**src/verilog/uart_pkg.sv**
```systemverilog
// UART link shared definitions
`default_nettype none

package uart_pkg;

	// fixed frame format
	localparam int DATA_BITS = 8;
	localparam int STOP_BITS = 2;
	localparam int CLKS_PER_BIT = 10;

	// start + data + parity + stop
	localparam int FRAME_BITS = 1 + DATA_BITS + 1 + STOP_BITS;

	// buffering and host credits
	localparam int TX_FIFO_DEPTH = 4;
	localparam int RX_FIFO_DEPTH = 4;
	localparam int HOST_RX_CREDITS = 2;

	typedef struct packed {
		logic [DATA_BITS-1:0] data;
	} tx_word_t;

	typedef struct packed {
		logic [DATA_BITS-1:0] data;
		logic                 parity_err;
		logic                 frame_err;
	} rx_word_t;

	// labels carry a prefix so both enums can live in one package
	typedef enum logic [2:0] {
		TX_IDLE,
		TX_START,
		TX_DATA,
		TX_PARITY,
		TX_STOP
	} tx_state_t;

	typedef enum logic [2:0] {
		RX_IDLE,
		RX_START,
		RX_DATA,
		RX_PARITY,
		RX_STOP
	} rx_state_t;

	// even parity bit: set when the byte holds an odd number of ones
	function automatic logic even_parity(input logic [DATA_BITS-1:0] bits);
		return ^bits;
	endfunction

endpackage

`default_nettype wire

```
**src/verilog/baud_timer.sv**
```systemverilog
// Bit period timer
`timescale 1ns/1ns
`default_nettype none

module baud_timer (
	input  logic clk,
	input  logic rst,
	input  logic restart,
	input  logic half,
	output logic tick
);

	localparam int CNT_W = $clog2(uart_pkg::CLKS_PER_BIT);
	localparam logic [CNT_W-1:0] FULL_LOAD = CNT_W'(uart_pkg::CLKS_PER_BIT - 1);
	localparam logic [CNT_W-1:0] HALF_LOAD = CNT_W'(uart_pkg::CLKS_PER_BIT / 2 - 1);

	logic [CNT_W-1:0] cnt;

	// counts down, tick on zero
	assign tick = (cnt == '0);

	always_ff @(posedge clk) begin
		if (rst) begin
			cnt <= FULL_LOAD;
		end else if (restart) begin
			// restart takes priority over the running count
			cnt <= half ? HALF_LOAD : FULL_LOAD;
		end else if (tick) begin
			cnt <= FULL_LOAD;
		end else begin
			cnt <= cnt - 1'b1;
		end
	end

endmodule

`default_nettype wire

```
**src/verilog/credit_fifo.sv**
```systemverilog
// Credit flow FIFO
`timescale 1ns/1ns
`default_nettype none

module credit_fifo #(
	parameter type payload_t = logic [7:0],
	parameter int  DEPTH     = 4
) (
	input  logic     clk,
	input  logic     rst,
	input  logic     push,
	input  payload_t push_data,
	output logic     full,
	input  logic     pop,
	output logic     pop_valid,
	output payload_t pop_data
);

	localparam int PTR_W = (DEPTH > 1) ? $clog2(DEPTH) : 1;
	localparam int CNT_W = $clog2(DEPTH + 1);
	localparam logic [PTR_W-1:0] LAST_PTR = PTR_W'(DEPTH - 1);
	localparam logic [CNT_W-1:0] DEPTH_CNT = CNT_W'(DEPTH);

	payload_t mem [DEPTH];

	logic [PTR_W-1:0] wr_ptr;
	logic [PTR_W-1:0] rd_ptr;
	logic [CNT_W-1:0] count;

	logic do_push;
	logic do_pop;

	assign full      = (count == DEPTH_CNT);
	assign pop_valid = (count != '0);
	assign pop_data  = mem[rd_ptr];

	// a push into a full buffer is ignored
	assign do_push = push && !full;
	assign do_pop  = pop && pop_valid;

	always_ff @(posedge clk) begin
		if (do_push) begin
			mem[wr_ptr] <= push_data;
		end
	end

	always_ff @(posedge clk) begin
		if (rst) begin
			wr_ptr <= '0;
			rd_ptr <= '0;
			count  <= '0;
		end else begin
			if (do_push) begin
				wr_ptr <= (wr_ptr == LAST_PTR) ? '0 : wr_ptr + 1'b1;
			end
			if (do_pop) begin
				rd_ptr <= (rd_ptr == LAST_PTR) ? '0 : rd_ptr + 1'b1;
			end
			// occupancy
			case ({do_push, do_pop})
				2'b10:   count <= count + 1'b1;
				2'b01:   count <= count - 1'b1;
				default: count <= count;
			endcase
		end
	end

endmodule

`default_nettype wire

```
**src/verilog/uart_tx_fsm.sv**
```systemverilog
// UART transmit state machine
`timescale 1ns/1ns
`default_nettype none

module uart_tx_fsm (
	input  logic               clk,
	input  logic               rst,
	input  logic               word_valid,
	input  uart_pkg::tx_word_t word,
	output logic               take,
	output logic               tx
);

	localparam int BIT_W  = $clog2(uart_pkg::DATA_BITS);
	localparam int STOP_W = $clog2(uart_pkg::STOP_BITS + 1);
	localparam logic [BIT_W-1:0]  LAST_BIT   = BIT_W'(uart_pkg::DATA_BITS - 1);
	localparam logic [STOP_W-1:0] STOP_START = STOP_W'(uart_pkg::STOP_BITS - 1);

	uart_pkg::tx_state_t state;

	logic [uart_pkg::DATA_BITS-1:0] shift;
	logic                           parity;
	logic [BIT_W-1:0]               bit_cnt;
	logic [STOP_W-1:0]              stop_cnt;
	logic                           tick;
	logic                           last_stop;

	// end of the final stop bit
	assign last_stop = (state == uart_pkg::TX_STOP) && tick && (stop_cnt == '0);

	// next word is taken when idle or right at the end of a frame
	assign take = word_valid && ((state == uart_pkg::TX_IDLE) || last_stop);

	baud_timer baud_timer_inst (
		.clk     (clk),
		.rst     (rst),
		.restart (take),
		.half    (1'b0),
		.tick    (tick)
	);

	always_ff @(posedge clk) begin
		if (rst) begin
			state    <= uart_pkg::TX_IDLE;
			tx       <= 1'b1;
			bit_cnt  <= '0;
			stop_cnt <= '0;
		end else if (take) begin
			// latch word and drive the start bit
			state   <= uart_pkg::TX_START;
			tx      <= 1'b0;
			bit_cnt <= '0;
		end else begin
			case (state)
				uart_pkg::TX_IDLE: begin
					tx <= 1'b1;
				end
				uart_pkg::TX_START: begin
					if (tick) begin
						tx    <= shift[0];
						state <= uart_pkg::TX_DATA;
					end
				end
				uart_pkg::TX_DATA: begin
					if (tick) begin
						if (bit_cnt == LAST_BIT) begin
							tx    <= parity;
							state <= uart_pkg::TX_PARITY;
						end else begin
							tx      <= shift[0];
							bit_cnt <= bit_cnt + 1'b1;
						end
					end
				end
				uart_pkg::TX_PARITY: begin
					if (tick) begin
						tx       <= 1'b1;
						stop_cnt <= STOP_START;
						state    <= uart_pkg::TX_STOP;
					end
				end
				uart_pkg::TX_STOP: begin
					if (last_stop) begin
						state <= uart_pkg::TX_IDLE;
					end else if (tick) begin
						stop_cnt <= stop_cnt - 1'b1;
					end
				end
				default: state <= uart_pkg::TX_IDLE;
			endcase
		end
	end

	// payload path, LSB goes out first
	always_ff @(posedge clk) begin
		if (take) begin
			shift  <= word.data;
			parity <= uart_pkg::even_parity(word.data);
		end else if (tick && (state == uart_pkg::TX_START || state == uart_pkg::TX_DATA)) begin
			shift <= shift >> 1;
		end
	end

endmodule

`default_nettype wire

```
**src/verilog/uart_rx_fsm.sv**
```systemverilog
// UART receive state machine
`timescale 1ns/1ns
`default_nettype none

module uart_rx_fsm (
	input  logic               clk,
	input  logic               rst,
	input  logic               rx,
	input  logic               fifo_full,
	output logic               push,
	output uart_pkg::rx_word_t push_word,
	output logic               overrun
);

	localparam int BIT_W  = $clog2(uart_pkg::DATA_BITS);
	localparam int STOP_W = $clog2(uart_pkg::STOP_BITS + 1);
	localparam logic [BIT_W-1:0]  LAST_BIT   = BIT_W'(uart_pkg::DATA_BITS - 1);
	localparam logic [STOP_W-1:0] STOP_START = STOP_W'(uart_pkg::STOP_BITS - 1);

	uart_pkg::rx_state_t state;

	logic                           rx_meta;
	logic                           rx_sync;
	logic                           rx_prev;
	logic                           fall;
	logic                           tick;
	logic [uart_pkg::DATA_BITS-1:0] shift;
	logic [BIT_W-1:0]               bit_cnt;
	logic [STOP_W-1:0]              stop_cnt;
	logic                           par_err;
	logic                           stop_err;

	// two flop synchronizer plus one more flop for the edge
	always_ff @(posedge clk) begin
		if (rst) begin
			rx_meta <= 1'b1;
			rx_sync <= 1'b1;
			rx_prev <= 1'b1;
		end else begin
			rx_meta <= rx;
			rx_sync <= rx_meta;
			rx_prev <= rx_sync;
		end
	end

	assign fall = rx_prev && !rx_sync;

	// half period first, so later ticks land mid-bit
	baud_timer baud_timer_inst (
		.clk     (clk),
		.rst     (rst),
		.restart ((state == uart_pkg::RX_IDLE) && fall),
		.half    (1'b1),
		.tick    (tick)
	);

	always_ff @(posedge clk) begin
		if (rst) begin
			state    <= uart_pkg::RX_IDLE;
			bit_cnt  <= '0;
			stop_cnt <= '0;
			push     <= 1'b0;
			overrun  <= 1'b0;
		end else begin
			push <= 1'b0;
			case (state)
				uart_pkg::RX_IDLE: begin
					if (fall) begin
						state <= uart_pkg::RX_START;
					end
				end
				uart_pkg::RX_START: begin
					// glitch shorter than half a bit goes back to idle
					if (tick) begin
						bit_cnt <= '0;
						state   <= rx_sync ? uart_pkg::RX_IDLE : uart_pkg::RX_DATA;
					end
				end
				uart_pkg::RX_DATA: begin
					if (tick) begin
						if (bit_cnt == LAST_BIT) begin
							state <= uart_pkg::RX_PARITY;
						end else begin
							bit_cnt <= bit_cnt + 1'b1;
						end
					end
				end
				uart_pkg::RX_PARITY: begin
					if (tick) begin
						stop_cnt <= STOP_START;
						state    <= uart_pkg::RX_STOP;
					end
				end
				uart_pkg::RX_STOP: begin
					if (tick) begin
						if (stop_cnt == '0) begin
							// frame done, push next cycle or drop it
							state <= uart_pkg::RX_IDLE;
							if (fifo_full) begin
								overrun <= 1'b1;
							end else begin
								push <= 1'b1;
							end
						end else begin
							stop_cnt <= stop_cnt - 1'b1;
						end
					end
				end
				default: state <= uart_pkg::RX_IDLE;
			endcase
		end
	end

	// data and error flags
	always_ff @(posedge clk) begin
		if (tick) begin
			case (state)
				uart_pkg::RX_DATA: shift <= {rx_sync, shift[uart_pkg::DATA_BITS-1:1]};
				uart_pkg::RX_PARITY: begin
					par_err  <= (rx_sync != uart_pkg::even_parity(shift));
					stop_err <= 1'b0;
				end
				uart_pkg::RX_STOP: begin
					if (stop_cnt == '0) begin
						push_word.data       <= shift;
						push_word.parity_err <= par_err;
						push_word.frame_err  <= stop_err || !rx_sync;
					end else if (!rx_sync) begin
						stop_err <= 1'b1;
					end
				end
				default: ;
			endcase
		end
	end

endmodule

`default_nettype wire

```
**src/verilog/uart_link_top.sv**
```systemverilog
// UART link top level
`timescale 1ns/1ns
`default_nettype none

module uart_link_top (
	input  logic               clk,
	input  logic               rst,
	input  logic               tx_valid,
	input  uart_pkg::tx_word_t tx_word,
	output logic               tx_credit,
	output logic               rx_valid,
	output uart_pkg::rx_word_t rx_word,
	input  logic               rx_credit,
	output logic               rx_overrun,
	output logic               tx,
	input  logic               rx
);

	localparam int CRED_W = $clog2(uart_pkg::HOST_RX_CREDITS + 1);
	localparam logic [CRED_W-1:0] CRED_INIT = CRED_W'(uart_pkg::HOST_RX_CREDITS);

	uart_pkg::tx_word_t tx_pop_data;
	uart_pkg::rx_word_t rx_push_word;
	uart_pkg::rx_word_t rx_pop_data;

	logic              tx_pop_valid;
	logic              tx_pop;
	logic              rx_push;
	logic              rx_full;
	logic              rx_pop_valid;
	logic              rx_pop;
	logic [CRED_W-1:0] rx_credits;

	// one credit back to the host per word handed to the serializer
	assign tx_credit = tx_pop;

	credit_fifo #(
		.payload_t (uart_pkg::tx_word_t),
		.DEPTH     (uart_pkg::TX_FIFO_DEPTH)
	) tx_fifo_inst (
		.clk       (clk),
		.rst       (rst),
		.push      (tx_valid),
		.push_data (tx_word),
		.full      (),
		.pop       (tx_pop),
		.pop_valid (tx_pop_valid),
		.pop_data  (tx_pop_data)
	);

	uart_tx_fsm uart_tx_fsm_inst (
		.clk        (clk),
		.rst        (rst),
		.word_valid (tx_pop_valid),
		.word       (tx_pop_data),
		.take       (tx_pop),
		.tx         (tx)
	);

	uart_rx_fsm uart_rx_fsm_inst (
		.clk       (clk),
		.rst       (rst),
		.rx        (rx),
		.fifo_full (rx_full),
		.push      (rx_push),
		.push_word (rx_push_word),
		.overrun   (rx_overrun)
	);

	credit_fifo #(
		.payload_t (uart_pkg::rx_word_t),
		.DEPTH     (uart_pkg::RX_FIFO_DEPTH)
	) rx_fifo_inst (
		.clk       (clk),
		.rst       (rst),
		.push      (rx_push),
		.push_data (rx_push_word),
		.full      (rx_full),
		.pop       (rx_pop),
		.pop_valid (rx_pop_valid),
		.pop_data  (rx_pop_data)
	);

	// deliver only while the host has room
	assign rx_pop = rx_pop_valid && (rx_credits != '0);

	always_ff @(posedge clk) begin
		if (rst) begin
			rx_valid   <= 1'b0;
			rx_credits <= CRED_INIT;
		end else begin
			rx_valid <= rx_pop;
			case ({rx_pop, rx_credit})
				2'b10:   rx_credits <= rx_credits - 1'b1;
				2'b01:   rx_credits <= rx_credits + 1'b1;
				default: rx_credits <= rx_credits;
			endcase
		end
	end

	always_ff @(posedge clk) begin
		if (rx_pop) begin
			rx_word <= rx_pop_data;
		end
	end

endmodule

`default_nettype wire

```
**config.mk**
```make
export PLATFORM = sky130hd
export DESIGN_NAME = uart_link_top
export DESIGN_NICKNAME = d
export VERILOG_FILES = /design/src/verilog/uart_pkg.sv /design/src/verilog/baud_timer.sv /design/src/verilog/credit_fifo.sv /design/src/verilog/uart_tx_fsm.sv /design/src/verilog/uart_rx_fsm.sv /design/src/verilog/uart_link_top.sv
export SDC_FILE = /design/constraint.sdc
export NUM_CORES = 1
export LEC_CHECK = 0
export CAP_MARGIN = 20
export CORE_MARGIN = 5
export CORE_UTILIZATION = 60
export CTS_BUF_LIST = sky130_fd_sc_hd__clkbuf_8
export DETAILED_ROUTE_END_ITERATION = 10
export DONT_BUFFER_PORTS = 1
export GPL_TIMING_DRIVEN = 0
export HOLD_SLACK_MARGIN = 0.02
export PLACE_DENSITY = 0.76
export SLEW_MARGIN = 10
export SYNTH_ARGS = -nofsm -noshare
export SYNTH_HDL_FRONTEND = slang
export SYNTH_HIERARCHICAL = 1
export SYNTH_SLANG_ARGS = --single-unit
export TNS_END_PERCENT = 50
```
**constraint.sdc**
```tcl
create_clock -name clk -period 3.8 [get_ports clk]
set_clock_uncertainty 0.2 [all_clocks]
set_input_delay 0.19 -clock clk [delete_from_list [all_inputs] [get_ports clk]]
set_output_delay 0.19 -clock clk [all_outputs]
set_load 0.05 [all_outputs]
```
* Word-level counts from Yosys, hierarchy flattened *
Memory sizes are Yosys's and may differ from the RTL's. A register that Yosys moved wholly into a read port is not among the register bits.
Cells that the tools add are included.

word-level totals
  bits in registers = 76
  latch bits = 0
  RAM bits = 72
  ROM bits = 0
  output and inout bits = 14
  logic and storage cells = 210
  memories = 2

memory list
  memory            words  width  rd ports  clocked after Yosys merged registers in  write ports  line               source
  rx_fifo_inst.mem  4      10     1         1                                        1            credit_fifo.sv:24  payload_t mem [DEPTH];
  tx_fifo_inst.mem  4      8      1         1                                        1            credit_fifo.sv:24

cells by class
  add/subtract/negate cells = 16
  multiply operators = 0
  div/mod/pow operators = 0
  order comparisons = 0
  eq/ne operators = 46
  shift operators = 0
  multiplexer cells = 55
  bitwise gates (word level) = 6
  reduce and logical (&&, ||, !) cells = 53

operators by type and width
  kind                 number
  $mux 3               15
  $pmux 3 s5           2
  $mux 2               13
  $reduce_and 4->1     5
  $eq 3x3->1 const B   6
  $ne 2x1->1 const B   9
  $ne 2x2->1 const B   9
  $pmux 3 s2           3
  $mux 8               2
  $reduce_bool 2->1    8
  $reduce_xor 8->1     2
  $ne 3x2->1 const B   5
  $eq 2x2->1 const B   7
  $mux 1               13
  $add 3x1->3 const B  4
  $eq 3x2->1 const B   4
  $pmux 2 s2           3
  $reduce_and 6->1     2
  $logic_and 1x1->1    11
  $add 2x1->2 const B  5
  $logic_not 4->1      2
  $mux 4               2
  $sub 4x1->4 const B  2
  $reduce_and 7->1     1
  other kinds (20)     41

* Logic depth before layout (Yosys ltp) *
Gate-level depths: netlist of run 1.

  word-level depth = 8
  gate-level depth with buffers = 13
  mapped depth without buffers = 13

* Cells and area by module *
The synthesis of run 1 kept the hierarchy.

by module, submodules not included
  module                       instances  cells each  area an instance (um^2)
  credit_fifo at rx_fifo_inst  1          106         1935.6
  credit_fifo at tx_fifo_inst  1          96          1650.3
  uart_rx_fsm                  1          102         1307.5
  uart_tx_fsm                  1          91          999.7
  uart_link_top                1          23          425.4
  baud_timer                   2          22          195.2

* Worst setup path before layout of run 1 *
No wires, ideal clock.

  path type = register to register
  start point = register uart_tx_fsm_inst.baud_timer_inst.cnt[0]
  end point = register tx_fifo_inst.count[2]
  setup time = 0.070 ns
  arrival = 3.000 ns
  path slack = 0.530 ns
  stages on the path, launching flop included = 14
  clock period less this slack = 3.270 ns
  cells stage by stage = dfxtp_1 > inv_1 > ha_1 > nor3b_1 > a21boi_2 > nor2_8 > o31ai_1 > inv_1 > ha_1 > inv_1 > fa_1 > xor2_1 > or3_2 > a21oi_1

between the ends
  word-level cells in the longest chain between the ends = 8
  elaborated cells between the ends (all ways) = 10
  classes of those cells = eq/ne (2); mux (1); reduce/logical (7)

ends and longest elaborated chain
  element                                                 line                 source
  from (decl)                                             baud_timer.sv:17     logic [CNT_W-1:0] cnt;
  from (signal assigned)                                  baud_timer.sv:27     cnt <= half ? HALF_LOAD : FULL_LOAD;
  from (signal assigned)                                  baud_timer.sv:31     cnt <= cnt - 1'b1;
  $logic_not 4->1 *                                       baud_timer.sv:20     assign tick = (cnt == '0);
  via uart_tx_fsm_inst.tick                               uart_tx_fsm.sv:25    logic tick;
  $logic_and 1x1->1 * (2 in series)                       uart_tx_fsm.sv:29    assign last_stop = (state == uart_pkg::TX_STOP) && tick && (stop_cnt == '0);
  $logic_or 1x1->1 *                                      uart_tx_fsm.sv:32    assign take = word_valid && ((state == uart_pkg::TX_IDLE) || last_stop);
  $logic_and 1x1->1 *                                     uart_tx_fsm.sv:32
  via tx_credit                                           uart_link_top.sv:10  output logic tx_credit,
  $logic_and 1x1->1 *                                     credit_fifo.sv:39    assign do_pop = pop && pop_valid;
  $eq 2x1->1 / $eq 2x2->1 (equally long branches)         credit_fifo.sv:60    case ({do_push, do_pop})
  $pmux 3 s2 / $reduce_bool 2->1 (equally long branches)  --
  to (signal assigned)                                    credit_fifo.sv:61    2'b10: count <= count + 1'b1;
  to (signal assigned)                                    credit_fifo.sv:62    2'b01: count <= count - 1'b1;
  to (signal assigned)                                    credit_fifo.sv:63    default: count <= count;
  to (decl)                                               credit_fifo.sv:28    logic [CNT_W-1:0] count;

Mark *: on every way through the listed nets, which the timed path passes. The rest lies on a longest branch.
A chain may end at the register's enable or synchronous reset.

* Worst setup path in the final report of run 1 *
Same ends and word-level chain as after synthesis.

==> summary.md, run 1 <==
| Metric | Value |
|---|---|
| FF-to-FF Start | uart_tx_fsm_inst/baud_timer_inst/cnt[0]$_SDFF_PP1_ |
| Initial core utilization | about three fifths |
| Required @ worst endpoint | around 4.0 ns |
| Syn-to-layout area delta | 10.99% |
| Rel. slew slack | between 30 and 40% |
| Routed Antenna Nets | 0 |
| Crit path from | uart_tx_fsm_inst/baud_timer_inst/cnt[0]$_SDFF_PP1_ |
| Kind of end point of the critical path | flop |
| Worst Setup Start Kind | flop |
| Post-route minimum period | roughly 3.5 ns |
| CTS tree | yes |
| Fillers | 725 |
| Vias | around 3600 |
| Die X | around 120 um |
| Clock power share | 30.3% |
| Antenna violations before repair | 0 |
| Final Hold Viols | 0 |
| Yosys warns | 6 |
| Worst Path Arrival | around 3.7 ns |
| Worst path depth | 13 |
| CP Max Fanout | 17 |
| FF/Latch Area | 4354 sq um |
| Num rows | 38 |
| GRT Total Usage | between 15 and 20% |
| Crit Path Category | reg2reg |
| Final period util | roughly nine tenths |
| Final Instance Area | 7442 sq um |
| Post-layout utilization of the core | 68.35% |
| Crit-path slowest cell | nor2_8 |
| Chain of cells forming the critical path | inv_1 > ha_1 > nor3b_2 > a21boi_2 > nor2_8 > o31ai_1 > inv_1 > ha_1 > inv_1 > fa_1 > xor2_1 > or3_2 > a21oi_1 |
| Multi-input gate area | about 2100 sq um |
| Number of I/O port buffers | 0 |
| Internal Pwr Total | 3.173 mW |
| N_diodes | 0 |
| CP max stage delay | 0.42 ns |
| Share of power burned in registers | roughly half |
| Combinational Power Share | between 10% and 20% |
| DP HPWL | roughly 7 mm |
| Routed wire per std cell | approximately 16 um |
| Worst-Skew Late Latency | between 0.4 and 0.5 ns |
| Chip height | 115.7 um |
| Slew Limit Fails | 0 |
| Max Fclk | approximately 290 MHz |
| Worst path bufs/invs | 3 |
| Setup tns final | 0 ns |
| Layout cell share with drive strength beyond 1 | 17.32% |
| Min-delay worst type | in2reg |
| Delay-heaviest family, CP | simple AND/OR/NAND/NOR gates |
| FF-to-FF path depth | 13 |
| Largest net degree at the start of global routing | 22 |
| Mapped cell area | 6705 sq um |
| Register clock-pin slew on the reported worst setup and hold paths | roughly 0.080 ns |
| Max Cap Viol | 0 |
| RSZ-0062 raised after global routing | false |
| IO Pins | 27 |
| Clock sinks | between 150 and 200 |
| RR Endpoint | tx_fifo_inst/count[2]$_SDFFE_PP0P_ |
| Outcome | complete, no violations |
| CP endpoint | tx_fifo_inst/count[2]$_SDFFE_PP0P_ |
| Core area | approximately 11000 sq um |
| Leak pwr | 2.606 nW |
| Critical path's most frequent cell | inv_1 |
| GR Overflow Total | 0 |
| Initial DRC count | 221 |
| Final setup vio count | 0 |
| Die Footprint | around 13000 sq um |
| DP Area | ~6900 sq um |
| # nets final | approximately 530 |
| Via/cell ratio | 5.610 |
| Worst-Margin Slew | roughly 0.98 ns |
| Clock Tree Root | clkbuf_8 |
| DR pass1 iterations | 5 |
| Sw Share | 26.31% |
| Global-route wire length before repair | approximately 18 mm |
| Cell Pwr Density | about 580 nW/um^2 |
| Commonest non-fill, non-tap cell in the layout | edfxtp_1 |
| Gate Count Post-Synth | ~460 |
| Switch Pwr | ~1.1 mW |
| Vias in the first global route | around 3700 |
| Clock buffer depth | 2 |
| Total CTS buffers | 17 |
| Drt drc | 0 |
| Worst vdd ir | approximately 0.33 mV |
| Avg Cell Area, Syn | about 15 sq um |
| # H-tree levels | 4 |
| Worst R2R Setup Slack | around 0.31 ns |
| Overall Power | between 4 and 5 mW |
| Final Wtd Congestion | around 0.80 |
| Post-Route WL | roughly 10 mm |
| Most frequent cells in the layout | edfxtp_1, dfxtp_1, inv_1 |
area by class of cell:
cell class / count / share of cell area, %
clock buffers: 17 / 3.144
multi-input cells: 250 / 28.80
repair buffers: 13 / 1.681
clock inverters: 15 / 2.555
flip-flops and latches: 162 / 58.51
well taps: 140 / 2.354
inverters: 33 / 1.664
plain buffers: 18 / 1.295
flip-flops by register name, summed over array words and instances (netlist names), 3 cells and up, named ones only:
name,cells
tx_fifo_inst/mem,32
uart_tx_fsm_inst/baud_timer_inst/cnt,4
rx_fifo_inst/mem,40
uart_tx_fsm_inst/state,3
uart_rx_fsm_inst/baud_timer_inst/cnt,4
tx_fifo_inst/count,3
uart_rx_fsm_inst/push_word,10
uart_rx_fsm_inst/state,3
uart_tx_fsm_inst/bit_cnt,3
uart_tx_fsm_inst/shift,8
rx_word,10
uart_rx_fsm_inst/bit_cnt,3
rx_fifo_inst/count,3
uart_rx_fsm_inst/shift,8
layer usage:
layer  routed length [um]  GRT usage (%)  vias up
li1                     -              -     1775
met1                 4731          23.12     1795
met2                 5172          28.82       52
met3                  407          5.326       13
met4                  157          6.729        0
met5                    0              0        -
through the flow:
step	hold WS, ns	instances	setup WS [ns]
final	0.1754	648	0.3110
after detailed placement	0.07730	604	0.08358
after global routing	0.1767	648	0.06228
after CTS	0.1326	648	0.05183
after floorplan	0.05941	463	0.5299
after global placement	0.07208	603	0.1633
worst reg2reg max path, cell delays in order (launching register included):
cell,delay [ns]
dfxtp_1,0.35
inv_1,0.07
ha_1,0.19
nor3b_2,0.36
a21boi_2,0.21
nor2_8,0.42
o31ai_1,0.24
inv_1,0.09
ha_1,0.17
inv_1,0.06
fa_1,0.37
xor2_1,0.15
or3_2,0.40
a21oi_1,0.15
repair_timing:
action / in CTS / in global routing
hold buffers: 12 / 0
buffers inserted: 0 / 0
endpoints found under the setup margin: 0 / 1
hold endpoints to repair: 113 / 0
gates resized for setup: 0 / 1
power by group through the flow:
| stage | Combinational (mW) | Sequential [mW] | Clock (mW) |
|---|---|---|---|
| 5_1_grt | 0.931 | 2.18 | 1.43 |
| 6_report | 0.836 | 2.17 | 1.30 |
| 3_3_place_gp | 0.792 | 2.20 | 0 |
| 4_1_cts | 0.843 | 2.17 | 1.34 |
| 3_5_place_dp | 0.824 | 2.21 | 0 |
| 2_1_floorplan | 0.689 | 2.18 | 0 |
worst min path at each step:
stage | startpoint | end | slack (ns) | depth (start not counted)
final | rx | uart_rx_fsm_inst/rx_meta$_SDFF_PP1_ | 0.18 | 2
after global routing | rx | uart_rx_fsm_inst/rx_meta$_SDFF_PP1_ | 0.18 | 2
after CTS | rx | uart_rx_fsm_inst/rx_meta$_SDFF_PP1_ | 0.13 | 2
after detailed placement | rst | uart_tx_fsm_inst/stop_cnt[1]$_SDFFE_PP0P_ | 0.08 | 1
after global placement | rst | uart_tx_fsm_inst/stop_cnt[1]$_SDFFE_PP0P_ | 0.07 | 1
after floorplan | rst | uart_tx_fsm_inst/stop_cnt[1]$_SDFFE_PP0P_ | 0.06 | 1
(Power assumes the default switching activity.)
==> run 2: changes to the inputs <==
==> constraint.sdc (replaced) <==
create_clock -name clk -period 4.21 [get_ports clk]
set_clock_uncertainty 0.2 [all_clocks]
set_input_delay 0.2105 -clock clk [delete_from_list [all_inputs] [get_ports clk]]
set_output_delay 0.2105 -clock clk [all_outputs]
set_load 0.05 [all_outputs]
==> summary.md, run 2 (synthesis results as in run 1) <==
| Metric | Value |
|---|---|
| Most flops, register | rx_fifo_inst/mem |
| Commonest non-fill, non-tap cell in the layout | edfxtp_1 |
| Top Registers | rx_fifo_inst/mem (40), tx_fifo_inst/mem (32) |
| Hold Slack | 0.04859 ns (-0.1268 ns) |
| Post-Route WL | 10.37 mm (-0.94%) |
| Clock Tree Root | clkbuf_8 |
| Drt drc | 0 (unchanged) |
| Vias | 3638 (+0.083%) |
| Cell Pwr Density | 521.9 nW/um^2 (-9.8%) |
| Internal Pwr Total | 2.864 mW (-9.8%) |
| Core area | 10890 sq um (unchanged) |
| Final Hold Viols | 0 (unchanged) |
| Post-route minimum period | 3.767 ns (+0.2780 ns) |
| Outcome | complete, no violations |
| GR Overflow Total | 0 (unchanged) |
| Worst Path Arrival | 3.94 ns (+0.27 ns) |
| Crit-path slowest cell | nor3b_1 |
| Required @ worst endpoint | 4.39 ns (+0.41 ns) |
| Num rows | 38 (unchanged) |
| CTS tree | yes |
| Routed Antenna Nets | 0 (unchanged) |
| Kind of end point of the critical path | flop |
| FF/Latch Area | 4354 sq um (unchanged) |
| Max Cap Viol | 0 (unchanged) |
| Share of power burned in registers | 50.4% (about the same) |
| Final Wtd Congestion | 0.7952 (unchanged) |
| Chip height | 115.7 um (unchanged) |
| Worst-Margin Slew | 0.9652 ns (-0.01171 ns) |
| Layout cell share with drive strength beyond 1 | 17.13% (-0.20 points) |
| Critical path's most frequent cell | inv_1 |
| FF-to-FF Start | uart_tx_fsm_inst/baud_timer_inst/cnt[0]$_SDFF_PP1_ |
| Combinational Power Share | 19.4% (about the same) |
| CP Max Fanout | 17 (unchanged) |
| Worst-Skew Late Latency | 0.45 ns (about the same) |
| Worst path bufs/invs | 3 (unchanged) |
| Switch Pwr | 1.017 mW (-10%) |
| Min-delay worst type | in2reg |
| Crit Path Category | reg2reg |
| Final setup vio count | 0 (unchanged) |
| # H-tree levels | 4 (unchanged) |
| RSZ-0062 raised after global routing | false |
| Vias in the first global route | 3681 (+0.11%) |
| N_diodes | 0 (unchanged) |
| CP max stage delay | 0.56 ns (+0.14 ns) |
| Worst Setup Start Kind | flop |
| Clock power share | 30.2% (about the same) |
| Max Fclk | 265.5 MHz (-7.4%) |
| Die Footprint | 13390 sq um (unchanged) |
| DP HPWL | 6.973 mm (unchanged) |
| Total CTS buffers | 17 (unchanged) |
| Max reg flops | 40 (unchanged) |
| Global-route wire length before repair | 18.15 mm (about the same) |
| Worst vdd ir | 0.2993 mV (-9.4%) |
| Die X | 115.7 um (unchanged) |
| Multi-input gate area | 2138 sq um (-0.23%) |
| Syn-to-layout area delta | 10.92% (about the same) |
| IO Pins | 27 (unchanged) |
| Chain of cells forming the critical path | inv_1 > ha_1 > nor3b_1 > a21boi_2 > nor2_8 > o31ai_1 > inv_1 > ha_1 > inv_1 > fa_1 > xor2_1 > or3_2 > a21oi_1 |
| GRT Total Usage | 17.87% (about the same) |
| Dpl cells | 604 (unchanged) |
| Largest net degree at the start of global routing | 22 (unchanged) |
| Routed wire per std cell | 16.00 um (-0.94%) |
| Leak pwr | 2.605 nW (about the same) |
| Clock sinks | 162 (unchanged) |
| Final period util | 89.48% (-2.3 points) |
| Fillers | 723 (-0.28%) |
| Antenna violations before repair | 0 (unchanged) |
| Initial core utilization | 61.58% (unchanged) |
| Clock buffer depth | 2 (unchanged) |
| Sw Share | 26.21% (-0.094 points) |
| Crit path from | uart_tx_fsm_inst/baud_timer_inst/cnt[0]$_SDFF_PP1_ |
| Most frequent cells in the layout | edfxtp_1, dfxtp_1, inv_1 |
| Initial DRC count | 223 (+0.90%) |
| Hold path start | tx_valid |
| # nets final | 531 (unchanged) |
| Number of I/O port buffers | 0 (unchanged) |
| Delay-heaviest family, CP | simple AND/OR/NAND/NOR gates |
| Via/cell ratio | 5.614 (about the same) |
| DR pass1 iterations | 4 (-1) |
| Register clock-pin slew on the reported worst setup and hold paths | 0.08 ns (about the same) |
| Layout Cells excl Fill | 648 (unchanged) |
| Setup tns final | 0 ns (unchanged) |
| Slew Limit Fails | 0 (unchanged) |
| Rel. slew slack | 35.06% (+0.79 points) |
## run 2: cell counts in the layout (fill, tap and decap cells not counted)
No cell type changed its count.
## run 2: per-stage QoR
step | area [sq um] | power (mW) | setup slack (ns) | utilization (%)
2_1_floorplan | 6713 | 2.592 | 0.9399 | -
3_3_place_gp | 6888 | 2.700 | 0.5733 | 63.26
3_5_place_dp | 6893 | 2.735 | 0.4936 | 63.31
4_1_cts | 7437 | 3.926 | 0.4618 | 68.31
5_1_grt | 7437 | 4.101 | 0.1817 | 68.31
6_report | 7437 | 3.881 | 0.4430 | 68.31
## run 2: worst register-to-register path, delay by kind of cell (launching register included)
family | cells | cell delay [ns]
xor gates and xnor gates | 1 | 0.15
buffers and inverters | 3 | 0.22
and+or+nand+nor | 3 | 1.40
AOI/OAI and AO/OA | 3 | 0.65
adders and majority gates | 3 | 0.73
DFF | 1 | 0.35
## run 2: final cells by class
class	count	area share, %
tap	140	2.355
clock buffer	17	3.146
multi-input combinational	250	28.75
sequential	162	58.55
buffer	18	1.295
timing repair buffer	13	1.682
clock inverter	15	2.557
inverter	33	1.666
## run 2: timing repair
item                                   in CTS  in global routing
resized for setup                           0                  0
endpoints found under the hold margin     102                  0
hold buffers                               12                  0
buffers inserted                            0                  0
## run 2: power groups by stage
| stage | sequential (mW) | clock [mW] | combinational (mW) |
|---|---|---|---|
| after floorplan | 1.97 | 0 | 0.621 |
| after global placement | 1.99 | 0 | 0.715 |
| after detailed placement | 1.99 | 0 | 0.744 |
| after CTS | 1.96 | 1.21 | 0.761 |
| after global routing | 1.97 | 1.29 | 0.839 |
| final | 1.96 | 1.17 | 0.753 |
## run 2: path summary, 6_finish.rpt
path	endpoint	slack [ns]	cells past startpoint
setup / recovery	tx_fifo_inst/count[2]$_SDFFE_PP0P_	0.44	13
hold / removal	tx_fifo_inst/mem[0][1]$_DFFE_PP_	0.05	1
setup reg to reg	tx_fifo_inst/count[2]$_SDFFE_PP0P_	0.44	13
hold reg to reg	uart_rx_fsm_inst/push_word[1]$_DFFE_PP_	0.23	0
## run 2: layer usage
metal	GRT usage (%)	share of wire, %	wire length (um)
met5	0	0	0
met4	6.729	2.0	209
met3	5.326	3.3	345
met2	28.82	49	5103
met1	23.16	45	4709
